File: config.mk
export PLATFORM = sky130hd
export DESIGN_NAME = commit_rename
export DESIGN_NICKNAME = d
export VERILOG_FILES = /design/src/source/rename_pkg.sv /design/src/source/free_list.sv /design/src/source/rename_table.sv /design/src/source/rob_slot.sv /design/src/source/rob_ctrl.sv /design/src/source/commit_rename.sv
export SDC_FILE = /design/constraint.sdc
export NUM_CORES = 1
export LEC_CHECK = 0
export ABC_AREA = 1
export BUFFER_PORTS_ARGS = -buffer_cell sky130_fd_sc_hd__buf_2
export CAP_MARGIN = 40
export CORE_ASPECT_RATIO = 0.7
export CORE_MARGIN = 2
export CORE_UTILIZATION = 40
export DETAILED_ROUTE_END_ITERATION = 8
export PLACE_DENSITY = 0.61
export SLEW_MARGIN = 15
export SYNTH_ARGS = -nofsm -noshare
export SYNTH_HDL_FRONTEND = slang
export SYNTH_SLANG_ARGS = --single-unit
export TNS_END_PERCENT = 20
File: constraint.sdc
create_clock -name clk -period 3.23 [get_ports clk]
set_input_delay 0.1615 -clock clk [delete_from_list [all_inputs] [get_ports clk]]
set_output_delay 0.1615 -clock clk [all_outputs]
set_load 0.03 [all_outputs]
File: src/source/rename_pkg.sv
`default_nettype none

package rename_pkg;

    localparam int ARCH_W     = 5;  // Architectural register number
    localparam int PHYS_W_MAX = 7;  // Room for 128 physical registers
    localparam int ROB_W_MAX  = 5;  // Room for 32 ROB slots

    // Index width for n items, at least one bit
    function automatic int idx_w(input int n);
        return (n > 1) ? $clog2(n) : 1;
    endfunction

    typedef struct packed {
        logic [ARCH_W-1:0] rd_arch;  // Destination register
        logic              uses_rd;  // Writes a destination
    } decoded_bundle_t;

    typedef struct packed {
        logic [ARCH_W-1:0]     rd_arch;
        logic                  uses_rd;
        logic [PHYS_W_MAX-1:0] pd_new;  // Register given by rename
        logic [PHYS_W_MAX-1:0] pd_old;  // Mapping it replaced
    } rob_entry_t;

    typedef struct packed {
        logic [ROB_W_MAX-1:0] rob_idx;  // Slot of the finished instruction
    } fu_wb_t;

endpackage

`default_nettype wire

File: src/source/free_list.sv
`timescale 1ns/1ps
`default_nettype none

module free_list #(
    parameter int ARCH_REGS = 32,
    parameter int PHYS_REGS = 40,
    localparam int PHYS_W   = rename_pkg::idx_w(PHYS_REGS)
) (
    input  logic              clk,
    input  logic              i_rst_n,
    input  logic              i_pop,     // Rename takes the head
    output logic              o_empty,
    output logic [PHYS_W-1:0] o_pop_pd,  // Next register handed out
    input  logic              i_push,    // Commit or recovery return
    input  logic [PHYS_W-1:0] i_push_pd
);
    import rename_pkg::*;

    localparam int DEPTH = PHYS_REGS - ARCH_REGS;  // Spare registers only
    localparam int PTR_W = idx_w(DEPTH);
    localparam int CNT_W = $clog2(DEPTH + 1);

    logic [PHYS_W-1:0] mem_q [DEPTH];
    logic [PTR_W-1:0]  head_q;
    logic [PTR_W-1:0]  tail_q;
    logic [CNT_W-1:0]  count_q;
    logic              full;

    function automatic logic [PTR_W-1:0] wrap_inc(input logic [PTR_W-1:0] ptr);
        return (ptr == PTR_W'(DEPTH - 1)) ? '0 : ptr + 1'b1;
    endfunction

    assign o_empty  = (count_q == '0);
    assign full     = (count_q == CNT_W'(DEPTH));
    assign o_pop_pd = mem_q[head_q];  // Head always visible

    always_ff @(posedge clk) begin
        if (!i_rst_n) begin
            head_q  <= '0;
            tail_q  <= '0;  // Meets head, list starts full
            count_q <= CNT_W'(DEPTH);
            for (int i = 0; i < DEPTH; i++) begin
                mem_q[i] <= PHYS_W'(ARCH_REGS + i);  // Ascending spares
            end
        end else begin
            if (i_pop) begin
                head_q <= wrap_inc(head_q);
            end
            if (i_push) begin
                mem_q[tail_q] <= i_push_pd;
                tail_q        <= wrap_inc(tail_q);
            end
            count_q <= count_q + CNT_W'(i_push) - CNT_W'(i_pop);
        end
    end

    initial assert (PHYS_W <= PHYS_W_MAX) else $fatal(1, "free_list: PHYS_W too wide");

    a_pop_not_empty: assert property (@(posedge clk) disable iff (!i_rst_n)
        i_pop |-> !o_empty);
    a_push_not_full: assert property (@(posedge clk) disable iff (!i_rst_n)
        i_push |-> !full);  // Never more spares than exist

endmodule

`default_nettype wire

File: src/source/rename_table.sv
`timescale 1ns/1ps
`default_nettype none

module rename_table #(
    parameter int ARCH_REGS = 32,
    parameter int PHYS_REGS = 40,
    localparam int PHYS_W   = rename_pkg::idx_w(PHYS_REGS)
) (
    input  logic                          clk,
    input  logic                          i_rst_n,
    input  logic [rename_pkg::ARCH_W-1:0] i_rs1_arch,
    input  logic [rename_pkg::ARCH_W-1:0] i_rs2_arch,
    input  logic [rename_pkg::ARCH_W-1:0] i_rd_arch,
    output logic [PHYS_W-1:0]             o_rs1_phys,
    output logic [PHYS_W-1:0]             o_rs2_phys,
    output logic [PHYS_W-1:0]             o_rd_phys,   // Mapping about to be replaced
    input  logic                          i_rename_we,
    input  logic [rename_pkg::ARCH_W-1:0] i_rename_rd_arch,
    input  logic [PHYS_W-1:0]             i_rename_pd,
    input  logic                          i_recover_we,
    input  logic [rename_pkg::ARCH_W-1:0] i_recover_rd_arch,
    input  logic [PHYS_W-1:0]             i_recover_pd
);
    import rename_pkg::*;

    logic [PHYS_W-1:0] map_q [ARCH_REGS];

    // Reads see the table before any same-cycle write
    assign o_rs1_phys = map_q[i_rs1_arch];
    assign o_rs2_phys = map_q[i_rs2_arch];
    assign o_rd_phys  = map_q[i_rd_arch];

    always_ff @(posedge clk) begin
        if (!i_rst_n) begin
            for (int i = 0; i < ARCH_REGS; i++) begin
                map_q[i] <= PHYS_W'(i);  // Identity
            end
        end else if (i_recover_we && i_recover_rd_arch != '0) begin
            map_q[i_recover_rd_arch] <= i_recover_pd;  // Undo squashed rename
        end else if (i_rename_we && i_rename_rd_arch != '0) begin
            map_q[i_rename_rd_arch] <= i_rename_pd;  // r0 stays fixed
        end
    end

    initial assert (PHYS_W <= PHYS_W_MAX && ARCH_REGS <= 2 ** ARCH_W)
        else $fatal(1, "rename_table: register widths out of range");

    // Walk blocks allocation, so the two writers never meet
    a_one_writer: assert property (@(posedge clk) disable iff (!i_rst_n)
        !(i_rename_we && i_recover_we));

endmodule

`default_nettype wire

File: src/source/rob_slot.sv
`timescale 1ns/1ps
`default_nettype none

module rob_slot #(
    parameter int ROB_SIZE = 8,
    parameter int SLOT_IDX = 0,
    localparam int ROB_W   = rename_pkg::idx_w(ROB_SIZE)
) (
    input  logic                   clk,
    input  logic                   i_rst_n,
    input  logic                   i_write,   // Allocation at tail
    input  rename_pkg::rob_entry_t i_entry,
    input  logic                   i_clear,   // Commit or squash
    input  logic                   i_wb_valid,
    input  logic [ROB_W-1:0]       i_wb_idx,
    output rename_pkg::rob_entry_t o_entry,
    output logic                   o_valid,
    output logic                   o_done
);
    import rename_pkg::*;

    logic wb_hit;

    assign wb_hit = i_wb_valid && (i_wb_idx == ROB_W'(SLOT_IDX));  // Own index only

    always_ff @(posedge clk) begin
        if (i_write) begin
            o_entry <= i_entry;  // Payload
        end
    end

    always_ff @(posedge clk) begin
        if (!i_rst_n) begin
            o_valid <= 1'b0;
            o_done  <= 1'b0;
        end else if (i_write) begin
            o_valid <= 1'b1;
            o_done  <= 1'b0;  // New entry not finished yet
        end else begin
            if (i_clear) begin
                o_valid <= 1'b0;
            end
            if (wb_hit) begin
                o_done <= 1'b1;
            end
        end
    end

    initial assert (ROB_W <= ROB_W_MAX) else $fatal(1, "rob_slot: ROB_W too wide");

    // Head and tail share a slot only when full or empty
    a_write_xor_clear: assert property (@(posedge clk) disable iff (!i_rst_n)
        !(i_write && i_clear));

endmodule

`default_nettype wire

File: src/source/rob_ctrl.sv
`timescale 1ns/1ps
`default_nettype none

module rob_ctrl #(
    parameter int ROB_SIZE  = 8,
    parameter int PHYS_REGS = 40,
    localparam int ROB_W    = rename_pkg::idx_w(ROB_SIZE),
    localparam int PHYS_W   = rename_pkg::idx_w(PHYS_REGS)
) (
    input  logic                                  clk,
    input  logic                                  i_rst_n,
    input  logic                                  i_alloc_valid,
    input  rename_pkg::decoded_bundle_t           i_alloc_bundle,
    input  logic                                  i_fl_empty,
    input  logic [PHYS_W-1:0]                     i_fl_pd,
    input  logic [PHYS_W-1:0]                     i_rat_rd_phys,
    output logic                                  o_alloc_ready,
    output logic [ROB_W-1:0]                      o_alloc_rob_idx,
    output logic                                  o_fl_pop,
    output logic                                  o_fl_push,
    output logic [PHYS_W-1:0]                     o_fl_push_pd,
    output logic [ROB_SIZE-1:0]                   o_slot_write,
    output rename_pkg::rob_entry_t                o_slot_entry,
    output logic [ROB_SIZE-1:0]                   o_slot_clear,
    input  rename_pkg::rob_entry_t [ROB_SIZE-1:0] i_slot_entries,
    input  logic [ROB_SIZE-1:0]                   i_slot_valid,
    input  logic [ROB_SIZE-1:0]                   i_slot_done,
    output logic                                  o_rat_rename_we,
    output logic                                  o_rat_recover_we,
    output logic                                  o_commit_valid,
    input  logic                                  i_commit_ready,
    output rename_pkg::rob_entry_t                o_commit_entry,
    output logic [ROB_W-1:0]                      o_commit_rob_idx,
    input  logic                                  i_flush_valid,
    input  logic [ROB_W-1:0]                      i_flush_rob_idx,
    output logic                                  o_recover_valid,
    output logic [ROB_W-1:0]                      o_recover_rob_idx,
    output rename_pkg::rob_entry_t                o_recover_entry
);
    import rename_pkg::*;

    localparam int CNT_W = $clog2(ROB_SIZE + 1);

    logic [ROB_W-1:0] head_q;     // Oldest entry
    logic [ROB_W-1:0] tail_q;     // Next free slot
    logic [ROB_W-1:0] stop_q;     // Walk ends when tail lands here
    logic [CNT_W-1:0] count_q;
    logic             recover_q;
    logic [ROB_W-1:0] walk_idx;   // Youngest live entry
    logic             alloc_fire;
    logic             commit_fire;
    logic             flush_start;

    function automatic logic [ROB_W-1:0] inc_idx(input logic [ROB_W-1:0] idx);
        return (idx == ROB_W'(ROB_SIZE - 1)) ? '0 : idx + 1'b1;
    endfunction

    function automatic logic [ROB_W-1:0] dec_idx(input logic [ROB_W-1:0] idx);
        return (idx == '0) ? ROB_W'(ROB_SIZE - 1) : idx - 1'b1;
    endfunction

    assign walk_idx    = dec_idx(tail_q);
    assign flush_start = i_flush_valid && !recover_q;  // Flush mid-walk is dropped

    // Empty free list blocks every bundle, rd or not
    assign o_alloc_ready   = (count_q != CNT_W'(ROB_SIZE)) && !i_fl_empty
                             && !recover_q && !i_flush_valid;
    assign alloc_fire      = i_alloc_valid && o_alloc_ready;
    assign o_alloc_rob_idx = tail_q;
    assign o_fl_pop        = alloc_fire && i_alloc_bundle.uses_rd;
    assign o_rat_rename_we = o_fl_pop;

    always_comb begin
        o_slot_entry.rd_arch = i_alloc_bundle.rd_arch;
        o_slot_entry.uses_rd = i_alloc_bundle.uses_rd;
        o_slot_entry.pd_new  = i_alloc_bundle.uses_rd ? PHYS_W_MAX'(i_fl_pd) : '0;
        o_slot_entry.pd_old  = i_alloc_bundle.uses_rd ? PHYS_W_MAX'(i_rat_rd_phys) : '0;
    end

    assign o_commit_entry   = i_slot_entries[head_q];
    assign o_commit_rob_idx = head_q;
    assign o_commit_valid   = i_slot_valid[head_q] && i_slot_done[head_q] && !recover_q;
    assign commit_fire      = o_commit_valid && i_commit_ready;

    assign o_recover_valid   = recover_q;
    assign o_recover_rob_idx = walk_idx;
    assign o_recover_entry   = i_slot_entries[walk_idx];
    assign o_rat_recover_we  = recover_q && o_recover_entry.uses_rd;  // Restore pd_old

    // Commit frees the replaced mapping, the walk frees the squashed one
    assign o_fl_push    = (commit_fire && o_commit_entry.uses_rd) || o_rat_recover_we;
    assign o_fl_push_pd = recover_q ? PHYS_W'(o_recover_entry.pd_new)
                                    : PHYS_W'(o_commit_entry.pd_old);

    assign o_slot_write = alloc_fire ? (ROB_SIZE'(1) << tail_q) : '0;
    assign o_slot_clear = (commit_fire ? (ROB_SIZE'(1) << head_q) : '0)
                        | (recover_q ? (ROB_SIZE'(1) << walk_idx) : '0);

    always_ff @(posedge clk) begin
        if (!i_rst_n) begin
            head_q    <= '0;
            tail_q    <= '0;
            stop_q    <= '0;
            count_q   <= '0;
            recover_q <= 1'b0;
        end else begin
            if (commit_fire) begin
                head_q <= inc_idx(head_q);
            end
            if (alloc_fire) begin
                tail_q <= inc_idx(tail_q);
            end else if (recover_q) begin
                tail_q <= walk_idx;  // Retract one per cycle
                if (walk_idx == stop_q) begin
                    recover_q <= 1'b0;
                end
            end
            if (flush_start) begin
                stop_q    <= inc_idx(i_flush_rob_idx);  // Flushed entry survives
                recover_q <= (tail_q != inc_idx(i_flush_rob_idx));  // No younger, no walk
            end
            count_q <= count_q + CNT_W'(alloc_fire) - CNT_W'(commit_fire) - CNT_W'(recover_q);
        end
    end

    initial assert (ROB_W <= ROB_W_MAX && PHYS_W <= PHYS_W_MAX)
        else $fatal(1, "rob_ctrl: ROB_W or PHYS_W too wide");

    a_no_flush_in_walk: assert property (@(posedge clk) disable iff (!i_rst_n)
        recover_q |-> !i_flush_valid);
    a_flush_live_entry: assert property (@(posedge clk) disable iff (!i_rst_n)
        i_flush_valid |-> i_slot_valid[i_flush_rob_idx]);

endmodule

`default_nettype wire

File: src/source/commit_rename.sv
`timescale 1ns/1ps
`default_nettype none

module commit_rename #(
    parameter int ARCH_REGS = 32,
    parameter int PHYS_REGS = 40,
    parameter int ROB_SIZE  = 8,
    localparam int ROB_W    = rename_pkg::idx_w(ROB_SIZE),
    localparam int PHYS_W   = rename_pkg::idx_w(PHYS_REGS)
) (
    input  logic                          clk,
    input  logic                          i_rst_n,
    input  logic                          i_alloc_valid,
    output logic                          o_alloc_ready,
    input  rename_pkg::decoded_bundle_t   i_alloc_bundle,
    output logic [ROB_W-1:0]              o_alloc_rob_idx,
    input  logic [rename_pkg::ARCH_W-1:0] i_rs1_arch,
    input  logic [rename_pkg::ARCH_W-1:0] i_rs2_arch,
    output logic [PHYS_W-1:0]             o_rs1_phys,
    output logic [PHYS_W-1:0]             o_rs2_phys,
    input  logic                          i_wb_valid,
    input  rename_pkg::fu_wb_t            i_wb_pkt,
    output logic                          o_commit_valid,
    input  logic                          i_commit_ready,
    output rename_pkg::rob_entry_t        o_commit_entry,
    output logic [ROB_W-1:0]              o_commit_rob_idx,
    input  logic                          i_flush_valid,
    input  logic [ROB_W-1:0]              i_flush_rob_idx,
    output logic                          o_recover_valid,
    output logic [ROB_W-1:0]              o_recover_rob_idx,
    output rename_pkg::rob_entry_t        o_recover_entry
);
    import rename_pkg::*;

    logic                         fl_empty;
    logic [PHYS_W-1:0]            fl_pd;        // Free-list head
    logic                         fl_pop;
    logic                         fl_push;
    logic [PHYS_W-1:0]            fl_push_pd;
    logic [PHYS_W-1:0]            rat_rd_phys;  // Old mapping of rd
    logic                         rat_rename_we;
    logic                         rat_recover_we;
    logic [ROB_SIZE-1:0]          slot_write;
    logic [ROB_SIZE-1:0]          slot_clear;
    rob_entry_t                   slot_entry;
    rob_entry_t [ROB_SIZE-1:0]    slot_entries;
    logic [ROB_SIZE-1:0]          slot_valid;
    logic [ROB_SIZE-1:0]          slot_done;

    free_list #(
        .ARCH_REGS (ARCH_REGS),
        .PHYS_REGS (PHYS_REGS)
    ) u_free_list (
        .clk       (clk),
        .i_rst_n   (i_rst_n),
        .i_pop     (fl_pop),
        .o_empty   (fl_empty),
        .o_pop_pd  (fl_pd),
        .i_push    (fl_push),
        .i_push_pd (fl_push_pd)
    );

    rename_table #(
        .ARCH_REGS (ARCH_REGS),
        .PHYS_REGS (PHYS_REGS)
    ) u_rename_table (
        .clk               (clk),
        .i_rst_n           (i_rst_n),
        .i_rs1_arch        (i_rs1_arch),
        .i_rs2_arch        (i_rs2_arch),
        .i_rd_arch         (i_alloc_bundle.rd_arch),
        .o_rs1_phys        (o_rs1_phys),
        .o_rs2_phys        (o_rs2_phys),
        .o_rd_phys         (rat_rd_phys),
        .i_rename_we       (rat_rename_we),
        .i_rename_rd_arch  (i_alloc_bundle.rd_arch),
        .i_rename_pd       (fl_pd),
        .i_recover_we      (rat_recover_we),
        .i_recover_rd_arch (o_recover_entry.rd_arch),
        .i_recover_pd      (PHYS_W'(o_recover_entry.pd_old))  // Walked entry's old map
    );

    rob_ctrl #(
        .ROB_SIZE  (ROB_SIZE),
        .PHYS_REGS (PHYS_REGS)
    ) u_rob_ctrl (
        .clk               (clk),
        .i_rst_n           (i_rst_n),
        .i_alloc_valid     (i_alloc_valid),
        .i_alloc_bundle    (i_alloc_bundle),
        .i_fl_empty        (fl_empty),
        .i_fl_pd           (fl_pd),
        .i_rat_rd_phys     (rat_rd_phys),
        .o_alloc_ready     (o_alloc_ready),
        .o_alloc_rob_idx   (o_alloc_rob_idx),
        .o_fl_pop          (fl_pop),
        .o_fl_push         (fl_push),
        .o_fl_push_pd      (fl_push_pd),
        .o_slot_write      (slot_write),
        .o_slot_entry      (slot_entry),
        .o_slot_clear      (slot_clear),
        .i_slot_entries    (slot_entries),
        .i_slot_valid      (slot_valid),
        .i_slot_done       (slot_done),
        .o_rat_rename_we   (rat_rename_we),
        .o_rat_recover_we  (rat_recover_we),
        .o_commit_valid    (o_commit_valid),
        .i_commit_ready    (i_commit_ready),
        .o_commit_entry    (o_commit_entry),
        .o_commit_rob_idx  (o_commit_rob_idx),
        .i_flush_valid     (i_flush_valid),
        .i_flush_rob_idx   (i_flush_rob_idx),
        .o_recover_valid   (o_recover_valid),
        .o_recover_rob_idx (o_recover_rob_idx),
        .o_recover_entry   (o_recover_entry)
    );

    for (genvar i = 0; i < ROB_SIZE; i++) begin : g_slot
        rob_slot #(
            .ROB_SIZE (ROB_SIZE),
            .SLOT_IDX (i)
        ) u_slot (
            .clk        (clk),
            .i_rst_n    (i_rst_n),
            .i_write    (slot_write[i]),
            .i_entry    (slot_entry),
            .i_clear    (slot_clear[i]),
            .i_wb_valid (i_wb_valid),
            .i_wb_idx   (ROB_W'(i_wb_pkt.rob_idx)),  // Each slot decodes its own hit
            .o_entry    (slot_entries[i]),
            .o_valid    (slot_valid[i]),
            .o_done     (slot_done[i])
        );
    end

endmodule

`default_nettype wire

==> impl_table.tex, run 1 <==
\begin{tabular}{lr}
\hline
Metric & Value \\
\hline
\multicolumn{2}{l}{\textbf{Synthesis}} \\
Number of synthesized register bits & 427 \\
Number of enable flip-flop cells after synthesis & 384 \\
Post-synthesis instance area & 0.0240 sq mm \\
Post-synthesis cell type count & 52 \\
Share of synthesized registers carrying an async set or reset & 0\% \\
Post-synthesis average cell area & 8.83 sq um \\
Commonest register cell after synthesis & sky130\_fd\_sc\_hd\_\_edfxtp\_1 \\
Top-area cell type share of the netlist area & 48.0\% \\
Sequential share of the synthesized area & 51.6\% \\
Cell types occupying the most area after synthesis & sky130\_fd\_sc\_hd\_\_edfxtp\_1 48\%, sky130\_fd\_sc\_hd\_\_nor2\_1 8.7\%, sky130\_fd\_sc\_hd\_\_o21ai\_0 8.7\% \\
Synth Instances & 2721 \\
Library cell with the largest summed area after synthesis & sky130\_fd\_sc\_hd\_\_edfxtp\_1 \\
Total number of yosys warnings & 0 \\
\multicolumn{2}{l}{\textbf{Pwr}} \\
Internal portion of total power & 11300 uW \\
Net Switching & 7790 uW \\
Total power draw & 19100 uW \\
Pwr/cell area & 683 mW/mm\^{}2 \\
Leakage component of the power & 0.00990 uW \\
Worst supply voltage drop on vdd & 0.506 mV \\
Proportion of total power due to net switching & 40.7\% \\
Clock network power share & 27.6\% \\
Share of power burned in registers & 34.0\% \\
Combinational fraction of design power & 38.4\% \\
\multicolumn{2}{l}{\textbf{Critical path}} \\
Arrival time at the worst endpoint & 3.46 ns \\
Worst path required time & 3.50 ns \\
Crit path launch & u\_rob\_ctrl.o\_alloc\_rob\_idx[1]\$\_SDFFE\_PN0P\_ \\
CP Launch Type & flip-flop \\
Critical path fanouts, max & 21 \\
Setup Crit Path Kind & flip-flop to flip-flop \\
Capturing element type of the critical path & flip-flop \\
Worst flop-to-flop path startpoint & u\_rob\_ctrl.o\_alloc\_rob\_idx[1]\$\_SDFFE\_PN0P\_ \\
\multicolumn{2}{l}{\textbf{STA}} \\
Worst hold margin & 0.0840 ns \\
Clock period minus final worst setup slack & 3.19 ns \\
Fin Clk Skew & 0.0483 ns \\
Max Transition Viols Final & 0 \\
Worst path setup slack after routing & 0.0440 ns \\
Max Clk Rate & 0.314 GHz \\
Number of hold-slack violations in the final timing report & 0 \\
Final cycle utilization of the critical path & 98.6\% \\
Setup TNS Final & 0 ns \\
Transition time at the pin with the least slew margin & 0.800 ns \\
Final setup violation count & 0 \\
Worst slew slack as a fraction of its limit & 46.1\% \\
Unrepaired setup endpoints after global routing & yes \\
\multicolumn{2}{l}{\textbf{Final layout}} \\
Top library cells by usage in the layout, fill and taps aside & 553 x sky130\_fd\_sc\_hd\_\_nor2\_1, 414 x sky130\_fd\_sc\_hd\_\_o21ai\_0, 384 x sky130\_fd\_sc\_hd\_\_edfxtp\_1, 223 x sky130\_fd\_sc\_hd\_\_nand2\_1, 157 x sky130\_fd\_sc\_hd\_\_buf\_4 \\
Relative area change from synthesis to final layout & 16.4\% \\
Post-route cell area & 0.0280 sq mm \\
Filler Cells Inserted & 5590 \\
Register area & 0.0124 sq mm \\
Area of combinational cells with multiple inputs & 0.0102 sq mm \\
Number of nets in the final layout & 2893 \\
Commonest non-fill, non-tap cell in the layout & sky130\_fd\_sc\_hd\_\_nor2\_1 \\
Antenna diode count & 0 \\
Proportion of layout cells with a drive suffix above 1 & 15.7\% \\
\multicolumn{2}{l}{\textbf{Placement}} \\
Dpl hpwl & 61500 um \\
Buffers on Ports & 87 \\
Post-place instance area & 0.0262 sq mm \\
Routability congestion estimate & 0.986 \\
Post-Place Worst Slack & 0.0415 ns \\
\multicolumn{2}{l}{\textbf{Global route}} \\
First-pass GRT wire length & 138000 um \\
Total congestion overflow & 0 \\
Pin count of the biggest net entering global routing & 102 \\
Number of antenna violations at the first check in global routing & 0 \\
GR Layer Usage met2 & 40.9\% \\
Overall track demand over capacity in global routing & 29.2\% \\
Most crowded layer after global routing & met1 \\
Met1 usage & 42.3\% \\
Vias in the first global route & 21900 \\
Met3 usage in global routing & 8.87\% \\
\multicolumn{2}{l}{\textbf{Detailed routing}} \\
Routed via count & 23400 \\
Number of optimization iterations in the first detailed-route pass & 7 \\
Post-route ant nets & 0 \\
Post-detailed-route DRC marker count & 0 \\
Post-Route WL & 93000 um \\
Via-per-instance ratio & 6.36 \\
Wirelength per Cell & 25.3 um \\
Iter 0 DRT Violations & 3844 \\
\multicolumn{2}{l}{\textbf{Clock network}} \\
Clock root buffer & sky130\_fd\_sc\_hd\_\_clkbuf\_16 \\
Clock-pin slew on the worst setup and hold paths & 0.06 ns \\
TritonCTS clock tree & built \\
Maximum root-to-sink buffer count & 3 \\
Later-pin clock latency in the skew report & 0.61 ns \\
Clk sink count & 427 \\
H-Tree Level Count & 2 \\
Clock buffer count from CTS & 46 \\
\multicolumn{2}{l}{\textbf{Floorplan}} \\
Horizontal die dimension & 297 um \\
Starting utilization of the core area & 40.3\% \\
Count of pins on the block boundary & 94 \\
Floorplan die height & 209 um \\
Core Rows & 75 \\
Core footprint & 0.0597 sq mm \\
Total Die Area & 0.0621 sq mm \\
\multicolumn{2}{l}{\textbf{Hold path}} \\
Hold WC Path Type & input port to flip-flop \\
Min-delay src & i\_wb\_valid \\
\multicolumn{2}{l}{\textbf{Outcome}} \\
Status & finished, final reports clean \\
\multicolumn{2}{l}{\textbf{Flow run}} \\
Number of max-capacitance violations reported & 0 \\
\hline
\end{tabular}
flip-flops by register name (all words and copies together) (netlist names), named ones only:
signal,cells
g_slot.u_slot.o_valid,8
u_rob_ctrl.o_commit_rob_idx,3
u_rob_ctrl.count_q,4
g_slot.u_slot.o_entry,144
u_rob_ctrl.o_recover_valid,1
u_rob_ctrl.o_alloc_rob_idx,3
g_slot.u_slot.o_done,8
u_free_list.tail_q,3
u_rename_table.map_q,192
u_free_list.mem_q,48
u_free_list.head_q,3
u_free_list.count_q,4
u_rob_ctrl.stop_q,3
cells in the mapped netlist, drive strengths merged, types with 28 or more instances:
library cell,number
edfxtp,384
o21ai,437
inv,145
a31oi,42
nor2,581
o22ai,39
clkbuf,153
nand3,139
a21oi,96
buf,75
nand4,106
dfxtp,43
ha,28
o221ai,98
nand2,240
area by class of cell:
type	instances	share of cell area [%]
Clock buffer	58	4.43
Clock inverter	27	0.828
Inverter	152	2.09
Multi-Input combinational cell	1923	36.6
Sequential cell	427	44.3
Tap cell	808	3.61
Timing Repair Buffer	282	8.14
per-stage QoR:
stage          util, %  cells
4_1_cts           46.6   3669
2_1_floorplan        -   2730
3_3_place_gp      43.9   3575
6_report          46.9   3677
5_1_grt           46.9   3677
3_5_place_dp      43.9   3575
path summary, 6_finish.rpt:
kind                                                to  slack (ns)  depth (start not counted)
max          u_rename_table.map_q[14][5]$_SDFFCE_PN0P_        0.04                         18
min               g_slot[0].u_slot.o_done$_SDFFE_PP0P_        0.08                          5
max reg2reg  u_rename_table.map_q[14][5]$_SDFFCE_PN0P_        0.04                         18
min reg2reg       g_slot[7].u_slot.o_done$_SDFFE_PP0P_        0.46                          2
power by group through the flow:
stage / clock network, uW / logic [uW] / registers, uW
6_report: 5280 / 7340 / 6500
5_1_grt: 5530 / 7650 / 6520
4_1_cts: 5340 / 6940 / 6490
3_5_place_dp: 0 / 6900 / 6600
3_3_place_gp: 0 / 6850 / 6590
2_1_floorplan: 0 / 3950 / 6560
metal layers:
metal  vias up  wire length (um)
met5         -                 0
met4         0              3420
met3       303             13800
met2      1832             37700
met1     11200             38100
li1      10100                 -
worst max-delay path, cell delays in order, from the launching register on:
cell	delay, ns
sky130_fd_sc_hd__dfxtp_2	0.32
sky130_fd_sc_hd__inv_1	0.10
sky130_fd_sc_hd__buf_4	0.14
sky130_fd_sc_hd__ha_1	0.16
sky130_fd_sc_hd__inv_1	0.04
sky130_fd_sc_hd__nand2_1	0.06
sky130_fd_sc_hd__nand3_2	0.14
sky130_fd_sc_hd__buf_8	0.21
sky130_fd_sc_hd__a21oi_1	0.12
sky130_fd_sc_hd__nand2_1	0.08
sky130_fd_sc_hd__nand2_1	0.13
sky130_fd_sc_hd__nand2_1	0.11
sky130_fd_sc_hd__o21ai_4	0.15
sky130_fd_sc_hd__clkinv_4	0.15
sky130_fd_sc_hd__nor2_8	0.11
sky130_fd_sc_hd__inv_2	0.11
sky130_fd_sc_hd__nor3_4	0.41
sky130_fd_sc_hd__nand2_2	0.16
sky130_fd_sc_hd__nand2_4	0.13
repair_timing:
action	in CTS	in global routing
hold buffers	9	0
gates cloned	0	0
pin swaps	0	4
buffers inserted	0	7
endpoints found under the hold margin	12	0
setup endpoints to repair	8	172
resized for setup	3	22
kinds of logic after synthesis:
logic type                 Yosys count  share of synthesized area (%)
AOI/OAI and AO/OA                  787                           19.5
other                                1                         0.0156
muxes                                6                          0.250
adders and majority gates           31                           1.71
and+or+nand+nor                   1081                           20.0
buffers and inverters              380                           6.64
DFF                                427                           51.6
xor gates and xnor gates             8                          0.292
Note: power is estimated with default switching activity, not from simulation.
==> inputs of run 2 (changes only) <==
--- a/config.mk
+++ b/config.mk
@@ -5,7 +5,6 @@
 export SDC_FILE = /design/constraint.sdc
 export NUM_CORES = 1
 export LEC_CHECK = 0
-export ABC_AREA = 1
 export BUFFER_PORTS_ARGS = -buffer_cell sky130_fd_sc_hd__buf_2
 export CAP_MARGIN = 40
 export CORE_ASPECT_RATIO = 0.7
==> run 2 against run 1 <==
The flow now finishes with violations (negative setup slack). Global-route usage decreased by 4.1 points. Largest cell class unchanged. Register-to-register slack got worse by 0.05 ns. Largest power group unchanged. Critical path type unchanged. Critical path depth shrank 6.
==> impl_table.tex, run 2 <==
\begin{tabular}{lr}
\hline
Metric & Value \\
\hline
\multicolumn{2}{l}{\textbf{Pwr}} \\
Share of power burned in registers & 33.5\% \\
Clock network power share & 26.7\% \\
Pwr/cell area & 693 mW/mm\^{}2 \\
Worst supply voltage drop on vdd & 0.473 mV \\
Proportion of total power due to net switching & 38.2\% \\
Leakage component of the power & 0.00924 uW \\
Internal portion of total power & 11900 uW \\
Combinational fraction of design power & 39.8\% \\
Net Switching & 7360 uW \\
\multicolumn{2}{l}{\textbf{STA}} \\
Number of hold-slack violations in the final timing report & 0 \\
Worst path setup slack after routing & -0.00765 ns \\
Final cycle utilization of the critical path & 100\% \\
Max Transition Viols Final & 0 \\
Final setup violation count & 1 \\
Transition time at the pin with the least slew margin & 0.668 ns \\
Setup TNS Final & -0.00765 ns \\
Fin Clk Skew & 0.0283 ns \\
Max Clk Rate & 0.309 GHz \\
Worst hold margin & 0.0236 ns \\
Unrepaired setup endpoints after global routing & yes \\
Worst slew slack as a fraction of its limit & 54.2\% \\
Clock period minus final worst setup slack & 3.24 ns \\
\multicolumn{2}{l}{\textbf{Critical path}} \\
CP top delay family & compound AO/OA/AOI/OAI gates \\
Slowest CP cell & sky130\_fd\_sc\_hd\_\_or3b\_2 \\
Arrival time at the worst endpoint & 3.55 ns \\
Worst path required time & 3.54 ns \\
Setup Crit Path Kind & flip-flop to flip-flop \\
CP Launch Type & flip-flop \\
Crit path launch & u\_rob\_ctrl.o\_alloc\_rob\_idx[1]\$\_SDFFE\_PN0P\_ \\
Critical path fanouts, max & 35 \\
Buffering stage count on the worst path with inverters included & 4 \\
Worst flop-to-flop path startpoint & u\_rob\_ctrl.o\_alloc\_rob\_idx[1]\$\_SDFFE\_PN0P\_ \\
Cells traversed along the worst timing path & inv\_1 -> buf\_4 -> ha\_4 -> nor2b\_1 -> a211o\_1 -> o211ai\_1 -> o32ai\_2 -> buf\_4 -> nand4\_1 -> o32a\_2 -> buf\_12 -> or3b\_2 \\
Capturing element type of the critical path & flip-flop \\
Highest cell delay on the worst timing path & 0.48 ns \\
Most used cell along the critical path & sky130\_fd\_sc\_hd\_\_buf\_4 \\
\multicolumn{2}{l}{\textbf{Synthesis}} \\
Library cell with the largest summed area after synthesis & sky130\_fd\_sc\_hd\_\_edfxtp\_1 \\
Synth top cells by count & 384 x sky130\_fd\_sc\_hd\_\_edfxtp\_1, 229 x sky130\_fd\_sc\_hd\_\_mux4\_2, 207 x sky130\_fd\_sc\_hd\_\_nand2\_1, 172 x sky130\_fd\_sc\_hd\_\_nor2\_1, 68 x sky130\_fd\_sc\_hd\_\_clkbuf\_1 \\
Post-synthesis instance area & 0.0232 sq mm \\
Sequential share of the synthesized area & 53.4\% \\
Cell types occupying the most area after synthesis & sky130\_fd\_sc\_hd\_\_edfxtp\_1 50\%, sky130\_fd\_sc\_hd\_\_mux4\_2 22\%, sky130\_fd\_sc\_hd\_\_dfxtp\_1 3.7\% \\
Number of enable flip-flop cells after synthesis & 384 \\
Synth Instances & 1698 \\
Total number of yosys warnings & 0 \\
Post-synthesis cell type count & 70 \\
Commonest register cell after synthesis & sky130\_fd\_sc\_hd\_\_edfxtp\_1 \\
Post-synthesis average cell area & 13.7 sq um \\
Number of synthesized register bits & 427 \\
Top-area cell type share of the netlist area & 49.7\% \\
Cell with the most instances after synthesis & sky130\_fd\_sc\_hd\_\_edfxtp\_1 \\
Share of synthesized registers carrying an async set or reset & 0\% \\
\multicolumn{2}{l}{\textbf{Detailed routing}} \\
Post-Route WL & 74900 um \\
Post-detailed-route DRC marker count & 0 \\
Wirelength per Cell & 27.8 um \\
Number of optimization iterations in the first detailed-route pass & 5 \\
Via-per-instance ratio & 6.18 \\
Post-route ant nets & 0 \\
Routed via count & 16600 \\
Iter 0 DRT Violations & 2046 \\
\multicolumn{2}{l}{\textbf{Clock network}} \\
Maximum root-to-sink buffer count & 3 \\
Clock buffer count from CTS & 44 \\
Clk sink count & 427 \\
Clock root buffer & sky130\_fd\_sc\_hd\_\_clkbuf\_16 \\
TritonCTS clock tree & built \\
Later-pin clock latency in the skew report & 0.59 ns \\
Clock-pin slew on the worst setup and hold paths & 0.07 ns \\
H-Tree Level Count & 2 \\
\multicolumn{2}{l}{\textbf{Final layout}} \\
Relative area change from synthesis to final layout & 19.6\% \\
Antenna diode count & 0 \\
Finished Core Util & 48.7\% \\
Number of flip-flops in the largest register & 192 \\
Commonest non-fill, non-tap cell in the layout & sky130\_fd\_sc\_hd\_\_edfxtp\_1 \\
Register containing the most flip-flops in the final layout & u\_rename\_table.map\_q \\
Top library cells by usage in the layout, fill and taps aside & 384 x sky130\_fd\_sc\_hd\_\_edfxtp\_1, 229 x sky130\_fd\_sc\_hd\_\_mux4\_2, 192 x sky130\_fd\_sc\_hd\_\_nand2\_1, 165 x sky130\_fd\_sc\_hd\_\_nor2\_1, 161 x sky130\_fd\_sc\_hd\_\_buf\_4 \\
Proportion of layout cells with a drive suffix above 1 & 34.7\% \\
Largest registers & u\_rename\_table.map\_q (192), g\_slot.u\_slot.o\_entry (144), u\_free\_list.mem\_q (48) \\
Number of nets in the final layout & 1965 \\
Filler Cells Inserted & 4875 \\
\multicolumn{2}{l}{\textbf{Floorplan}} \\
Floorplan die height & 206 um \\
Count of pins on the block boundary & 94 \\
Total Die Area & 0.0600 sq mm \\
Core Rows & 73 \\
Starting utilization of the core area & 40.7\% \\
Horizontal die dimension & 292 um \\
Core footprint & 0.0571 sq mm \\
\multicolumn{2}{l}{\textbf{Placement}} \\
Routability congestion estimate & 0.883 \\
Buffers on Ports & 87 \\
Dpl hpwl & 52800 um \\
Post-Place Worst Slack & -0.0360 ns \\
\multicolumn{2}{l}{\textbf{Global route}} \\
Number of antenna violations at the first check in global routing & 2 \\
Pin count of the biggest net entering global routing & 60 \\
Vias in the first global route & 16300 \\
Overall track demand over capacity in global routing & 25.2\% \\
First-pass GRT wire length & 110000 um \\
Total congestion overflow & 0 \\
\multicolumn{2}{l}{\textbf{Outcome}} \\
Status & finished, violations left \\
Violated checks & negative setup slack \\
\multicolumn{2}{l}{\textbf{Hold path}} \\
Min-delay src & i\_alloc\_bundle[2] \\
Hold WC Path Type & input port to flip-flop \\
\multicolumn{2}{l}{\textbf{Flow run}} \\
Number of max-capacitance violations reported & 0 \\
\hline
\end{tabular}
-- run 2: cell count changes after synthesis, moves of 47 or more --
cell | before | now
sky130_fd_sc_hd__a21oi_1 | 95 | 40
sky130_fd_sc_hd__clkbuf_1 | 153 | 68
sky130_fd_sc_hd__nor2_1 | 556 | 172
sky130_fd_sc_hd__nand4_1 | 103 | 15
sky130_fd_sc_hd__o21ai_0 | 416 | 33
sky130_fd_sc_hd__o221ai_1 | 98 | 1
sky130_fd_sc_hd__nand3_1 | 129 | 44
sky130_fd_sc_hd__mux4_2 | 0 | 229
sky130_fd_sc_hd__nand2b_1 | 0 | 47
sky130_fd_sc_hd__inv_1 | 124 | 36
-- run 2: repair_timing --
action	CTS	global route
setup endpoints to repair	27	208
pin swaps	0	5
buffers inserted	0	2
resized for setup	5	23
endpoints found under the hold margin	21	0
hold buffers	8	0
-- run 2: stage by stage --
| step | power, uW | std cells | cell area [sq um] |
|---|---|---|---|
| final | 19300 | 2690 | 27800 |
| after detailed placement | 14000 | 2597 | 26100 |
| after global placement | 13900 | 2596 | 26100 |
| after global routing | 19900 | 2690 | 27800 |
| after CTS | 19100 | 2687 | 27700 |
| after floorplan | 10600 | 1707 | 23600 |
-- run 2: worst reg2reg max path, stage by stage (launching register included) --
cell                       delay (ns)
sky130_fd_sc_hd__dfxtp_2         0.32
sky130_fd_sc_hd__inv_1           0.11
sky130_fd_sc_hd__buf_4           0.16
sky130_fd_sc_hd__ha_4            0.18
sky130_fd_sc_hd__nor2b_1         0.26
sky130_fd_sc_hd__a211o_1         0.15
sky130_fd_sc_hd__o211ai_1        0.18
sky130_fd_sc_hd__o32ai_2         0.30
sky130_fd_sc_hd__buf_4           0.20
sky130_fd_sc_hd__nand4_1         0.15
sky130_fd_sc_hd__o32a_2          0.26
sky130_fd_sc_hd__buf_12          0.19
sky130_fd_sc_hd__or3b_2          0.51
-- run 2: power groups by stage --
stage	logic (uW)	clock network [uW]	registers [uW]
detailed placement	7410	0	6570
CTS	7470	5180	6460
global placement	7330	0	6560
floorplan	4090	0	6540
finish	7660	5140	6460
global route	8020	5370	6480
-- run 2: layout make-up --
| cell class | count | area, sq um | area share (%) |
|---|---|---|---|
| sequential | 427 | 12400 | 44.7 |
| multi-input combinational | 1108 | 10600 | 38.0 |
| timing repair buffer | 284 | 2300 | 8.28 |
| clock buffer | 55 | 1180 | 4.27 |
| tap | 750 | 938 | 3.38 |
| clock inverter | 27 | 230 | 0.829 |
| inverter | 39 | 159 | 0.572 |
-- run 2: worst paths after layout --
check | endpoint | slack (ns) | cells after the start
worst max register to register | u_rename_table.map_q[12][3]$_SDFFCE_PN1P_ | -0.008 | 12
worst min register to register | u_free_list.head_q[1]$_SDFFE_PN0N_ | 0.48 | 2
worst max-delay path | u_rename_table.map_q[12][3]$_SDFFCE_PN1P_ | -0.008 | 12
worst min-delay path | g_slot[4].u_slot.o_entry[16]$_DFFE_PP_ | 0.02 | 2
-- run 2: kinds of logic after synthesis --
family | Yosys count | synth area share, %
adders and majority gates | 31 | 1.77
AOI/OAI and AO/OA | 182 | 5.41
DFF | 427 | 53.4
other | 1 | 0.0162
and+or+nand+nor | 609 | 12.1
xor gates and xnor gates | 9 | 0.340
muxes | 267 | 23.9
buffers and inverters | 172 | 3.08
-- run 2: layer usage --
metal / wire length [um] / share of wire, % / vias up / global-route usage (%)
met5: 0 / 0 / - / 0
met4: 1680 / 2.2 / 0 / 6.59
met3: 8190 / 11 / 116 / 4.93
met2: 33200 / 44 / 982 / 37.8
met1: 31800 / 42 / 8522 / 37.5
li1: - / - / 7016 / -
